===== src/rtl/cop_mem_pkg.sv =====
// ======================================================================
// Shared definitions for the coprocessor load/store unit: subclass
// codes, the two views of the instruction word and the beat states.
// Other files refer to these by scoped names.
// ======================================================================

package cop_mem_pkg;

    localparam int DATA_W = 32;  // Bus and register width

    // Load/store subclasses; codes 10 to 15 are illegal
    typedef enum logic [3:0] {
        SC_LW        = 4'd0,
        SC_LH        = 4'd1,
        SC_LB        = 4'd2,
        SC_SW        = 4'd3,
        SC_SH        = 4'd4,
        SC_SB        = 4'd5,
        SC_GATHER_B  = 4'd6,
        SC_GATHER_H  = 4'd7,
        SC_SCATTER_B = 4'd8,
        SC_SCATTER_H = 4'd9
    } sclass_e;

    // Single access view
    typedef struct packed {
        sclass_e            subclass;
        logic [3:0]         rd;
        logic               wb_h;      // Destination halfword
        logic               wb_b;      // Destination byte in that half
        logic signed [11:0] imm;
        logic [9:0]         rsvd;
    } cop_instr_single_s;

    // Scatter/gather view
    typedef struct packed {
        sclass_e     subclass;
        logic [3:0]  rd;
        logic [1:0]  scale;            // Left shift of each lane offset
        logic [21:0] rsvd;
    } cop_instr_sg_s;

    typedef union packed {
        cop_instr_single_s single;
        cop_instr_sg_s     sg;
    } cop_instr_u;

    // Beat currently addressed by the sequencer
    typedef enum logic [2:0] {
        BEAT_IDLE = 3'd0,              // Also the first beat of any access
        BEAT_H1   = 3'd1,
        BEAT_B1   = 3'd2,
        BEAT_B2   = 3'd3,
        BEAT_B3   = 3'd4
    } beat_e;

endpackage


===== src/rtl/cop_mem_decode.sv =====
// ======================================================================
// Instruction queue of the load/store unit. Entries arrive under
// credit flow control and one credit returns per pop. The head entry
// is decoded through the union view its subclass selects.
// ======================================================================
`timescale 1ns/100ps

module cop_mem_decode #(
    parameter int QUEUE_DEPTH = 2
) (
    input  logic                                g_clk,
    input  logic                                g_resetn,
    input  logic                                instr_valid,
    input  cop_mem_pkg::cop_instr_u             instr,
    input  logic [cop_mem_pkg::DATA_W-1:0]      gpr_rs1,
    input  logic [cop_mem_pkg::DATA_W-1:0]      cpr_rs2,
    input  logic                                dec_take,
    output logic                                instr_credit,
    output logic                                dec_valid,
    output cop_mem_pkg::sclass_e                dec_sclass,
    output logic [3:0]                          dec_rd,
    output logic                                dec_wb_h,
    output logic                                dec_wb_b,
    output logic [31:0]                         dec_offset,
    output logic [cop_mem_pkg::DATA_W-1:0]      dec_rs1,
    output logic [cop_mem_pkg::DATA_W-1:0]      dec_rs2
);
    localparam int PTR_W = (QUEUE_DEPTH > 1) ? $clog2(QUEUE_DEPTH) : 1;
    localparam int CNT_W = $clog2(QUEUE_DEPTH + 1);

    cop_mem_pkg::cop_instr_u            q_instr [QUEUE_DEPTH];
    logic [cop_mem_pkg::DATA_W-1:0]     q_rs1   [QUEUE_DEPTH];
    logic [cop_mem_pkg::DATA_W-1:0]     q_rs2   [QUEUE_DEPTH];
    logic [PTR_W-1:0]                   wr_ptr, rd_ptr;
    logic [CNT_W-1:0]                   count;
    logic                               push, pop, full;
    cop_mem_pkg::cop_instr_u            head;

    function automatic logic [PTR_W-1:0] next_ptr(input logic [PTR_W-1:0] p);
        next_ptr = (p == PTR_W'(QUEUE_DEPTH - 1)) ? '0 : p + 1'b1;
    endfunction

    assign push         = instr_valid;
    assign pop          = dec_take && dec_valid;
    assign full         = count == CNT_W'(QUEUE_DEPTH);
    assign instr_credit = pop;              // Credit back as the entry leaves

    always_ff @(posedge g_clk) begin
        if (!g_resetn) begin
            wr_ptr <= '0;
            rd_ptr <= '0;
            count  <= '0;
        end else begin
            if (push) wr_ptr <= next_ptr(wr_ptr);
            if (pop)  rd_ptr <= next_ptr(rd_ptr);
            if (push && !pop)
                count <= count + 1'b1;
            else if (pop && !push)
                count <= count - 1'b1;
        end
    end

    always_ff @(posedge g_clk) begin
        if (push) begin
            q_instr[wr_ptr] <= instr;
            q_rs1[wr_ptr]   <= gpr_rs1;
            q_rs2[wr_ptr]   <= cpr_rs2;
        end
    end

    // Head decode
    assign head       = q_instr[rd_ptr];
    assign dec_valid  = count != '0;
    assign dec_sclass = head.single.subclass;
    assign dec_rd     = head.single.rd;
    assign dec_wb_h   = head.single.wb_h;
    assign dec_wb_b   = head.single.wb_b;
    assign dec_rs1    = q_rs1[rd_ptr];
    assign dec_rs2    = q_rs2[rd_ptr];
    assign dec_offset = (head.single.subclass <= cop_mem_pkg::SC_SB) ?
                        {{20{head.single.imm[11]}}, head.single.imm} :
                        {30'b0, head.sg.scale};

    // Issuer must respect its credits
    assert property (@(posedge g_clk) disable iff (!g_resetn)
        push |-> !full || pop);

    assert property (@(posedge g_clk) disable iff (!g_resetn)
        push |-> instr.single.subclass inside
            {[cop_mem_pkg::SC_LW : cop_mem_pkg::SC_SCATTER_H]});

endmodule


===== src/rtl/cop_mem_access.sv =====
// ======================================================================
// Beat sequencer of the load/store unit. Forms each beat's address,
// drives the word memory port, flags misalignment and bus errors and
// reports every accepted beat and finished instruction to the result.
// ======================================================================
`timescale 1ns/100ps

module cop_mem_access #(
    parameter int ADDR_W = 32
) (
    input  logic                            g_clk,
    input  logic                            g_resetn,
    input  logic                            dec_valid,
    input  cop_mem_pkg::sclass_e            dec_sclass,
    input  logic [3:0]                      dec_rd,
    input  logic                            dec_wb_h,
    input  logic                            dec_wb_b,
    input  logic [31:0]                     dec_offset,
    input  logic [cop_mem_pkg::DATA_W-1:0]  dec_rs1,
    input  logic [cop_mem_pkg::DATA_W-1:0]  dec_rs2,
    input  logic                            mem_stall,
    input  logic                            mem_error,
    output logic                            dec_take,
    output logic                            mem_cen,
    output logic                            mem_wen,
    output logic [ADDR_W-1:0]               mem_addr,
    output logic [cop_mem_pkg::DATA_W-1:0]  mem_wdata,
    output logic [3:0]                      mem_ben,
    output logic                            beat_done,
    output logic [1:0]                      beat_lane,
    output logic [1:0]                      beat_lsbs,
    output logic                            beat_half,
    output logic                            ins_done,
    output logic [3:0]                      ins_rd,
    output logic                            ins_load,
    output logic                            addr_error,
    output logic                            bus_error
);
    localparam int DW = cop_mem_pkg::DATA_W;

    cop_mem_pkg::beat_e state, adv, drv_state;
    logic               is_single, is_word, is_half, is_sg_h;
    logic               pending, accept, last, want, misaligned;
    logic [1:0]         p_lsbs, drv_idx, pend_idx, drv_lane;
    logic [7:0]         byte_sel;
    logic [15:0]        half_sel;
    logic [DW-1:0]      offset;
    logic [ADDR_W-1:0]  addr;

    function automatic logic [1:0] beat_idx(input cop_mem_pkg::beat_e s);
        case (s)
            cop_mem_pkg::BEAT_H1, cop_mem_pkg::BEAT_B1: beat_idx = 2'd1;
            cop_mem_pkg::BEAT_B2:                       beat_idx = 2'd2;
            cop_mem_pkg::BEAT_B3:                       beat_idx = 2'd3;
            default:                                    beat_idx = 2'd0;
        endcase
    endfunction

    assign is_single = dec_sclass <= cop_mem_pkg::SC_SB;
    assign is_word   = dec_sclass inside {cop_mem_pkg::SC_LW, cop_mem_pkg::SC_SW};
    assign is_sg_h   = dec_sclass inside {cop_mem_pkg::SC_GATHER_H, cop_mem_pkg::SC_SCATTER_H};
    assign is_half   = is_sg_h || dec_sclass inside {cop_mem_pkg::SC_LH, cop_mem_pkg::SC_SH};
    assign ins_load  = dec_sclass inside {cop_mem_pkg::SC_LW, cop_mem_pkg::SC_LH,
        cop_mem_pkg::SC_LB, cop_mem_pkg::SC_GATHER_B, cop_mem_pkg::SC_GATHER_H};

    // Sequencer
    assign accept = pending && !mem_stall;
    assign last   = is_single || (is_sg_h ? state == cop_mem_pkg::BEAT_H1 :
                                            state == cop_mem_pkg::BEAT_B3);

    always_comb begin
        case (state)
            cop_mem_pkg::BEAT_IDLE: adv = is_sg_h ? cop_mem_pkg::BEAT_H1 : cop_mem_pkg::BEAT_B1;
            cop_mem_pkg::BEAT_B1:   adv = cop_mem_pkg::BEAT_B2;
            cop_mem_pkg::BEAT_B2:   adv = cop_mem_pkg::BEAT_B3;
            default:                adv = cop_mem_pkg::BEAT_IDLE;
        endcase
    end

    // Next beat goes out in the cycle the previous one is accepted
    assign want      = dec_valid && (!pending || (accept && !mem_error && !last));
    assign drv_state = accept ? adv : state;
    assign drv_idx   = beat_idx(drv_state);
    assign pend_idx  = beat_idx(state);
    assign drv_lane  = is_single ? {dec_wb_h, dec_wb_b} :
                       is_sg_h   ? {drv_idx[0], 1'b0}   : drv_idx;

    // Lane of rs2 is store data for singles, offset and data for scatter
    assign byte_sel = dec_rs2[8*drv_lane +: 8];
    assign half_sel = dec_rs2[16*drv_lane[1] +: 16];
    assign offset   = is_single ? dec_offset :
                      (is_sg_h ? DW'(half_sel) : DW'(byte_sel)) << dec_offset[1:0];
    assign addr     = dec_rs1[ADDR_W-1:0] + offset[ADDR_W-1:0];

    assign misaligned = is_word ? |addr[1:0] : is_half && addr[0];
    assign addr_error = want && misaligned;             // No bus cycle raised
    assign bus_error  = accept && mem_error;
    assign ins_done   = (accept && (mem_error || last)) || addr_error;
    assign dec_take   = ins_done;

    // Bus drive is held while stalled
    assign mem_cen   = (want && !misaligned) || (pending && mem_stall);
    assign mem_wen   = mem_cen && !ins_load;
    assign mem_addr  = {addr[ADDR_W-1:2], 2'b00};
    assign mem_wdata = is_word ? dec_rs2 : is_half ? {half_sel, half_sel} : {4{byte_sel}};
    assign mem_ben   = is_word ? 4'hf : is_half ? (addr[1] ? 4'hc : 4'h3) : 4'b1 << addr[1:0];

    // Beat report; a half with an odd lane marks a full word
    assign beat_done = accept;
    assign beat_lsbs = p_lsbs;
    assign beat_half = is_half || is_word;
    assign beat_lane = is_word   ? 2'b01 :
                       is_single ? {dec_wb_h, dec_wb_b && !is_half} :
                       is_sg_h   ? {pend_idx[0], 1'b0} : pend_idx;
    assign ins_rd    = dec_rd;

    always_ff @(posedge g_clk) begin
        if (!g_resetn) begin
            state   <= cop_mem_pkg::BEAT_IDLE;
            pending <= 1'b0;
        end else begin
            pending <= mem_cen;
            if (ins_done)
                state <= cop_mem_pkg::BEAT_IDLE;
            else if (accept)
                state <= adv;
        end
    end

    always_ff @(posedge g_clk) begin
        if (want) p_lsbs <= addr[1:0];      // Low bits of the beat in flight
    end

    assert property (@(posedge g_clk) disable iff (!g_resetn)
        pending && mem_stall |-> $stable(mem_addr) && $stable(mem_wdata));

endmodule


===== src/rtl/cop_mem_result.sv =====
// ======================================================================
// Result stage of the load/store unit. Steers loaded bytes and halves
// into their destination lanes, gathers byte enables over the beats
// and registers one writeback and completion per instruction.
// ======================================================================
`timescale 1ns/100ps

module cop_mem_result (
    input  logic                            g_clk,
    input  logic                            g_resetn,
    input  logic [cop_mem_pkg::DATA_W-1:0]  mem_rdata,
    input  logic                            beat_done,
    input  logic [1:0]                      beat_lane,
    input  logic [1:0]                      beat_lsbs,
    input  logic                            beat_half,
    input  logic                            ins_done,
    input  logic [3:0]                      ins_rd,
    input  logic                            ins_load,
    input  logic                            addr_error,
    input  logic                            bus_error,
    output logic                            res_valid,
    output logic [3:0]                      res_rd,
    output logic [3:0]                      res_ben,
    output logic [cop_mem_pkg::DATA_W-1:0]  res_wdata,
    output logic                            res_addr_error,
    output logic                            res_bus_error,
    output logic                            res_store
);
    localparam int DW = cop_mem_pkg::DATA_W;

    logic [7:0]    ld_byte;
    logic [15:0]   ld_half;
    logic [3:0]    new_ben, cur_ben, acc_ben;
    logic [DW-1:0] rep, ben_mask, cur_data, acc_data;
    logic          take, ok;

    assign ld_byte = mem_rdata[8*beat_lsbs +: 8];
    assign ld_half = mem_rdata[16*beat_lsbs[1] +: 16];
    assign take    = beat_done && ins_load;
    assign ok      = !(addr_error || bus_error);

    // Replicate then keep only the destination lanes
    always_comb begin
        if (beat_half && beat_lane[0]) begin
            new_ben = 4'hf;
            rep     = mem_rdata;
        end else if (beat_half) begin
            new_ben = beat_lane[1] ? 4'hc : 4'h3;
            rep     = {ld_half, ld_half};
        end else begin
            new_ben = 4'b1 << beat_lane;
            rep     = {4{ld_byte}};
        end
        cur_ben = take ? new_ben : 4'h0;
        for (int i = 0; i < 4; i++)
            ben_mask[8*i +: 8] = {8{cur_ben[i]}};
        cur_data = rep & ben_mask;
    end

    always_ff @(posedge g_clk) begin
        if (!g_resetn) begin
            res_valid <= 1'b0;
            acc_ben   <= 4'h0;
            acc_data  <= '0;
        end else begin
            res_valid <= ins_done;
            if (ins_done) begin
                acc_ben  <= 4'h0;
                acc_data <= '0;
            end else begin
                acc_ben  <= acc_ben | cur_ben;
                acc_data <= acc_data | cur_data;
            end
        end
    end

    always_ff @(posedge g_clk) begin
        if (ins_done) begin
            res_rd         <= ins_rd;
            res_store      <= !ins_load;
            res_addr_error <= addr_error;
            res_bus_error  <= bus_error;
            res_ben        <= ok ? (acc_ben | cur_ben) : 4'h0;   // Errors drop all beats
            res_wdata      <= ok ? (acc_data | cur_data) : '0;
        end
    end

endmodule


===== src/rtl/cop_mem_top.sv =====
// ======================================================================
// Load/store unit of the cryptographic coprocessor. Takes credited
// instructions, runs their beats on a word memory port and returns
// one writeback and completion per instruction, in issue order.
// ======================================================================
`timescale 1ns/100ps

module cop_mem_top #(
    parameter int QUEUE_DEPTH = 2,
    parameter int ADDR_W      = 32
) (
    input  logic                            g_clk,
    input  logic                            g_resetn,
    input  logic                            instr_valid,
    input  cop_mem_pkg::cop_instr_u         instr,
    input  logic [cop_mem_pkg::DATA_W-1:0]  gpr_rs1,
    input  logic [cop_mem_pkg::DATA_W-1:0]  cpr_rs2,
    output logic                            instr_credit,
    output logic                            mem_cen,
    output logic                            mem_wen,
    output logic [ADDR_W-1:0]               mem_addr,
    output logic [cop_mem_pkg::DATA_W-1:0]  mem_wdata,
    output logic [3:0]                      mem_ben,
    input  logic [cop_mem_pkg::DATA_W-1:0]  mem_rdata,
    input  logic                            mem_stall,
    input  logic                            mem_error,
    output logic                            res_valid,
    output logic [3:0]                      res_rd,
    output logic [3:0]                      res_ben,
    output logic [cop_mem_pkg::DATA_W-1:0]  res_wdata,
    output logic                            res_addr_error,
    output logic                            res_bus_error,
    output logic                            res_store
);
    logic                               dec_valid, dec_take, dec_wb_h, dec_wb_b;
    cop_mem_pkg::sclass_e               dec_sclass;
    logic [3:0]                         dec_rd, ins_rd;
    logic [31:0]                        dec_offset;
    logic [cop_mem_pkg::DATA_W-1:0]     dec_rs1, dec_rs2;
    logic                               beat_done, beat_half, ins_done, ins_load;
    logic [1:0]                         beat_lane, beat_lsbs;
    logic                               addr_error, bus_error;

    cop_mem_decode #(.QUEUE_DEPTH(QUEUE_DEPTH)) u_decode (
        .g_clk, .g_resetn, .instr_valid, .instr, .gpr_rs1, .cpr_rs2, .dec_take,
        .instr_credit, .dec_valid, .dec_sclass, .dec_rd, .dec_wb_h, .dec_wb_b,
        .dec_offset, .dec_rs1, .dec_rs2
    );

    cop_mem_access #(.ADDR_W(ADDR_W)) u_access (
        .g_clk, .g_resetn, .dec_valid, .dec_sclass, .dec_rd, .dec_wb_h, .dec_wb_b,
        .dec_offset, .dec_rs1, .dec_rs2, .mem_stall, .mem_error, .dec_take,
        .mem_cen, .mem_wen, .mem_addr, .mem_wdata, .mem_ben, .beat_done,
        .beat_lane, .beat_lsbs, .beat_half, .ins_done, .ins_rd, .ins_load,
        .addr_error, .bus_error
    );

    cop_mem_result u_result (
        .g_clk, .g_resetn, .mem_rdata, .beat_done, .beat_lane, .beat_lsbs,
        .beat_half, .ins_done, .ins_rd, .ins_load, .addr_error, .bus_error,
        .res_valid, .res_rd, .res_ben, .res_wdata, .res_addr_error,
        .res_bus_error, .res_store
    );

endmodule


===== config.mk =====
export PLATFORM = sky130hd
export DESIGN_NAME = cop_mem_top
export DESIGN_NICKNAME = d
export VERILOG_FILES = /design/src/rtl/cop_mem_pkg.sv /design/src/rtl/cop_mem_decode.sv /design/src/rtl/cop_mem_access.sv /design/src/rtl/cop_mem_result.sv /design/src/rtl/cop_mem_top.sv
export SDC_FILE = /design/constraint.sdc
export NUM_CORES = 1
export LEC_CHECK = 0
export BUFFER_PORTS_ARGS = -buffer_cell sky130_fd_sc_hd__buf_4
export CAP_MARGIN = 20
export CORE_UTILIZATION = 57
export DETAILED_ROUTE_END_ITERATION = 12
export PLACE_DENSITY_LB_ADDON = 0.2
export SYNTH_ARGS = -nofsm -noshare
export SYNTH_HDL_FRONTEND = slang
export SYNTH_HIERARCHICAL = 1
export SYNTH_SLANG_ARGS = --single-unit

===== constraint.sdc =====
create_clock -name g_clk -period 6.7 [get_ports g_clk]
set_input_delay 0.335 -clock g_clk [delete_from_list [all_inputs] [get_ports g_clk]]
set_output_delay 0.335 -clock g_clk [all_outputs]
set_load 0.1 [all_outputs]

==> qor.txt <==
First-pass GRT wire length: 55.4 mm
Wire per inst: 19.5 um
Cells after Synth: 1231
Synth async-reset ratio: 0%
Simple-gate share of the synthesized area: 11.5%
Sequential area share after synthesis: 50.2%
NetSw: 4160 uW
Die height: 163 um
Final TNS setup: 0 ns
CTS H-tree depth: 1
Commonest cells post-synth: edfxtp_1 (217), nor2_1 (102), mux2_4 (74), nor3_1 (74), a21oi_1 (71)
Synth area leader: edfxtp_1
Setup Skew: 0.00902 ns
Gr ovfl total: 0
Most frequent cell after synthesis: edfxtp_1
Hold Path Class: in -> reg
R2r setup slk: 1.11 ns
Chip Width: 163 um
Tcrit/Tclk final: 96.2%
Slew headroom: 26.6%
Max Cap Viol: 0
Root Buffer: clkbuf_16
Top post-synthesis cells by area: edfxtp_1 (44%), mux2_4 (7.5%), dfxtp_1 (6.2%), mux2i_1 (4.1%), buf_4 (2.9%)
Internal power: 4020 uW
Gpl congestion: 0.894
Worst setup SP type: flip-flop
Reg power frac: 24.3%
Final net count: 1658
Drt via density: 5.86
Max-slew violation count: 0
WS Path Type: reg -> out
Adder-cell share of the synthesized area: 2.91%
Clk slew on worst S/H paths: 0.06 ns
Inserted Clock Buffers: 28
Post-place setup slack: 0.365 ns
Die area: 0.0266 sq mm
CP max stage delay: 0.63 ns
Clock Latency Late Sink: 0.54 ns
TritonCTS clock tree: yes
Placed cell count: 1699
Slowest cell on crit path: a2111oi_1
Synth warn: 6
Via Count: 10800
Initial core utilization: 58.5%
Synth Area in Compound Gates: 13.2%
Post-Layout Cell Count: 1844
Most used DFF post-synth: edfxtp_1
Run status: finished clean
Tmin final: 6.45 ns
P&R area growth vs syn: 22.7%
Drt initial violations: 1006
Core Area: 0.0253 sq mm
WP data required: 6.36 ns
Sw frac: 50.8%
Routed Wire Length: 36.0 mm
Clock Power Share: 17.9%
Area share of the largest cell type after synthesis: 44.0%
Largest net degree at the start of global routing: 74
Design Area, Final: 0.0182 sq mm
Setup slack after layout: 0.254 ns
Initial antenna violation count: 1
Number of cell rows: 58
Worst EP arrival: 6.11 ns
RSZ-0062 raised after global routing: no
Crit path max fanout: 17
Syn_area_per_cell: 12.0 sq um
Largest family of logic cells by synthesized area: multiplexers
Type of destination of the critical path: output port
Setup violations, final: 0
Vias in the first global route: 10700
Number of I/O port buffers: 235
Leak pwr: 0.00711 uW
Logic gate share of total power: 57.8%
Peak supply drop: 1.01 mV
Number of enable flip-flop cells after synthesis: 217
Slew @ Worst Pin: 1.10 ns
Post-synthesis mux area share: 13.9%
XOR/XNOR Fraction of Synth Area: 1.89%
CP Cell Sequence: mux2_4 > a21o_2 > nor2_1 > o21bai_1 > o31a_1 > buf_6 > mux2i_4 > nor2_1 > mux4_2 > mux2_4 > ha_1 > a2111oi_1 > a2111oi_2 > buf_4 > o21a_1 > o21a_1 > o21ai_0 > or3b_2 > buf_4
Routed Antenna Nets: 0
CTS Buffer Depth: 3
# DRC: 0
Layout cells sized above 1: 30.9%
Fin. Hold Viols: 0
Placed Area: 0.0163 sq mm
Register bit total from synthesis: 263
I/O Pins: 248
First-pass DRT Iterations: 7
Post-DP HPWL: 24.3 mm
Cell Pwr Density: 450 mW/mm^2
Fmax: 155 MHz
Pwr Total: 8170 uW
Mapped Area: 0.0148 sq mm
Number of distinct library cells after synthesis: 90
Sink Count: 263
Gr usage total: 26.8%
[power by group through the flow]
stage / registers [uW] / logic [uW] / clock network [uW]
finish: 1990 / 4720 / 1460
global route: 2000 / 4920 / 1550
CTS: 1990 / 4680 / 1480
detailed placement: 2030 / 4580 / 0
global placement: 2020 / 4560 / 0
floorplan: 2310 / 3620 / 0
[layout by cell type, fill, tap and decap left out, types with 14 or more instances in the layout]
cell type and count:
mux2i_1 54, mux2_4 74, nand3_1 14, a2111oi_2 14, nand2_1 58, xnor2_1 25
a211oi_1 19, o21ai_0 43, nor2_1 102, buf_4 253, and2_1 22, edfxtp_1 217
dfxtp_1 45, ha_1 32, dlygate4sd3_1 86, inv_1 20, o22ai_1 21, nor3_1 73
clkbuf_16 30, a21oi_1 68, a22oi_1 14
[path summary, 6_finish.rpt]
kind / from / endpoint / cells after the start
worst max-delay path: flip-flop / mem_addr[24] / 19
worst min-delay path: g_resetn / u_decode/wr_ptr / 2
worst max register to register: flip-flop / u_result/res_wdata[1] / 17
worst min register to register: u_result/acc_ben[1] / u_result/acc_ben[1] / 2
[state kept, by name (all words and copies together), names as in the netlist, 2 cells and up, named ones only]
name / count
u_result/res_ben: 4
u_decode/q_rs1: 64
u_result/acc_data: 32
u_decode/q_rs2: 64
u_access/beat_lsbs: 2
u_result/res_wdata: 32
u_result/acc_ben: 4
u_decode/count: 2
u_access/state: 3
u_decode/q_instr: 44
u_result/res_rd: 4
[critical path: cells and delay by family, from the launching register on]
family          cells  cell delay, ns
compound gates      8            2.11
fa+ha+maj           1            0.22
buf+inv             3            0.68
flops               1            0.40
mux                 4            1.46
simple gates        3            0.69
[cell type report]
cell class / instances / area [sq um]
diodes: 1 / 2.50
repair buffers: 344 / 2830
fillers: 1783 / 7150
inverters: 23 / 86.3
flip-flops and latches: 263 / 7440
clock inverters: 12 / 60.1
clock buffers: 39 / 805
multi-input cells: 832 / 6540
well taps: 330 / 413
[per-stage QoR]
step	util [%]	hold slack [ns]
CTS	71.5	0.0740
finish	71.8	0.0848
detailed placement	64.4	0.445
global placement	64.4	0.432
floorplan	-	0.424
global route	71.8	0.0894
[cells by family (layout without fill, tap and decap cells)]
kind of cell               after synthesis  after routing
AOI/OAI and AO/OA                      271            271
xor gates and xnor gates                32             32
adders and majority gates               34             34
buffers and inverters                  137            418
DFF                                    263            263
muxes                                  157            157
other                                    1              3
and+or+nand+nor                        336            336
[timing repair]
item                                    4_1_cts  5_1_grt
buffers inserted                              6        1
resized for setup                             7       16
hold buffers                                 86        0
endpoints found under the setup margin        5        6
endpoints found under the hold margin       172        0
cloned                                        0        0
pin swaps                                     1        1
[routing by layer]
layer,track usage (%),wire [um],share of wire [%]
met5,0,0,0
met3,4.98,2490,6.9
met1,33.7,14700,41
met2,46.5,17900,50
met4,8.16,965,2.7
No activity file was read; power rests on OpenSTA's default activity.
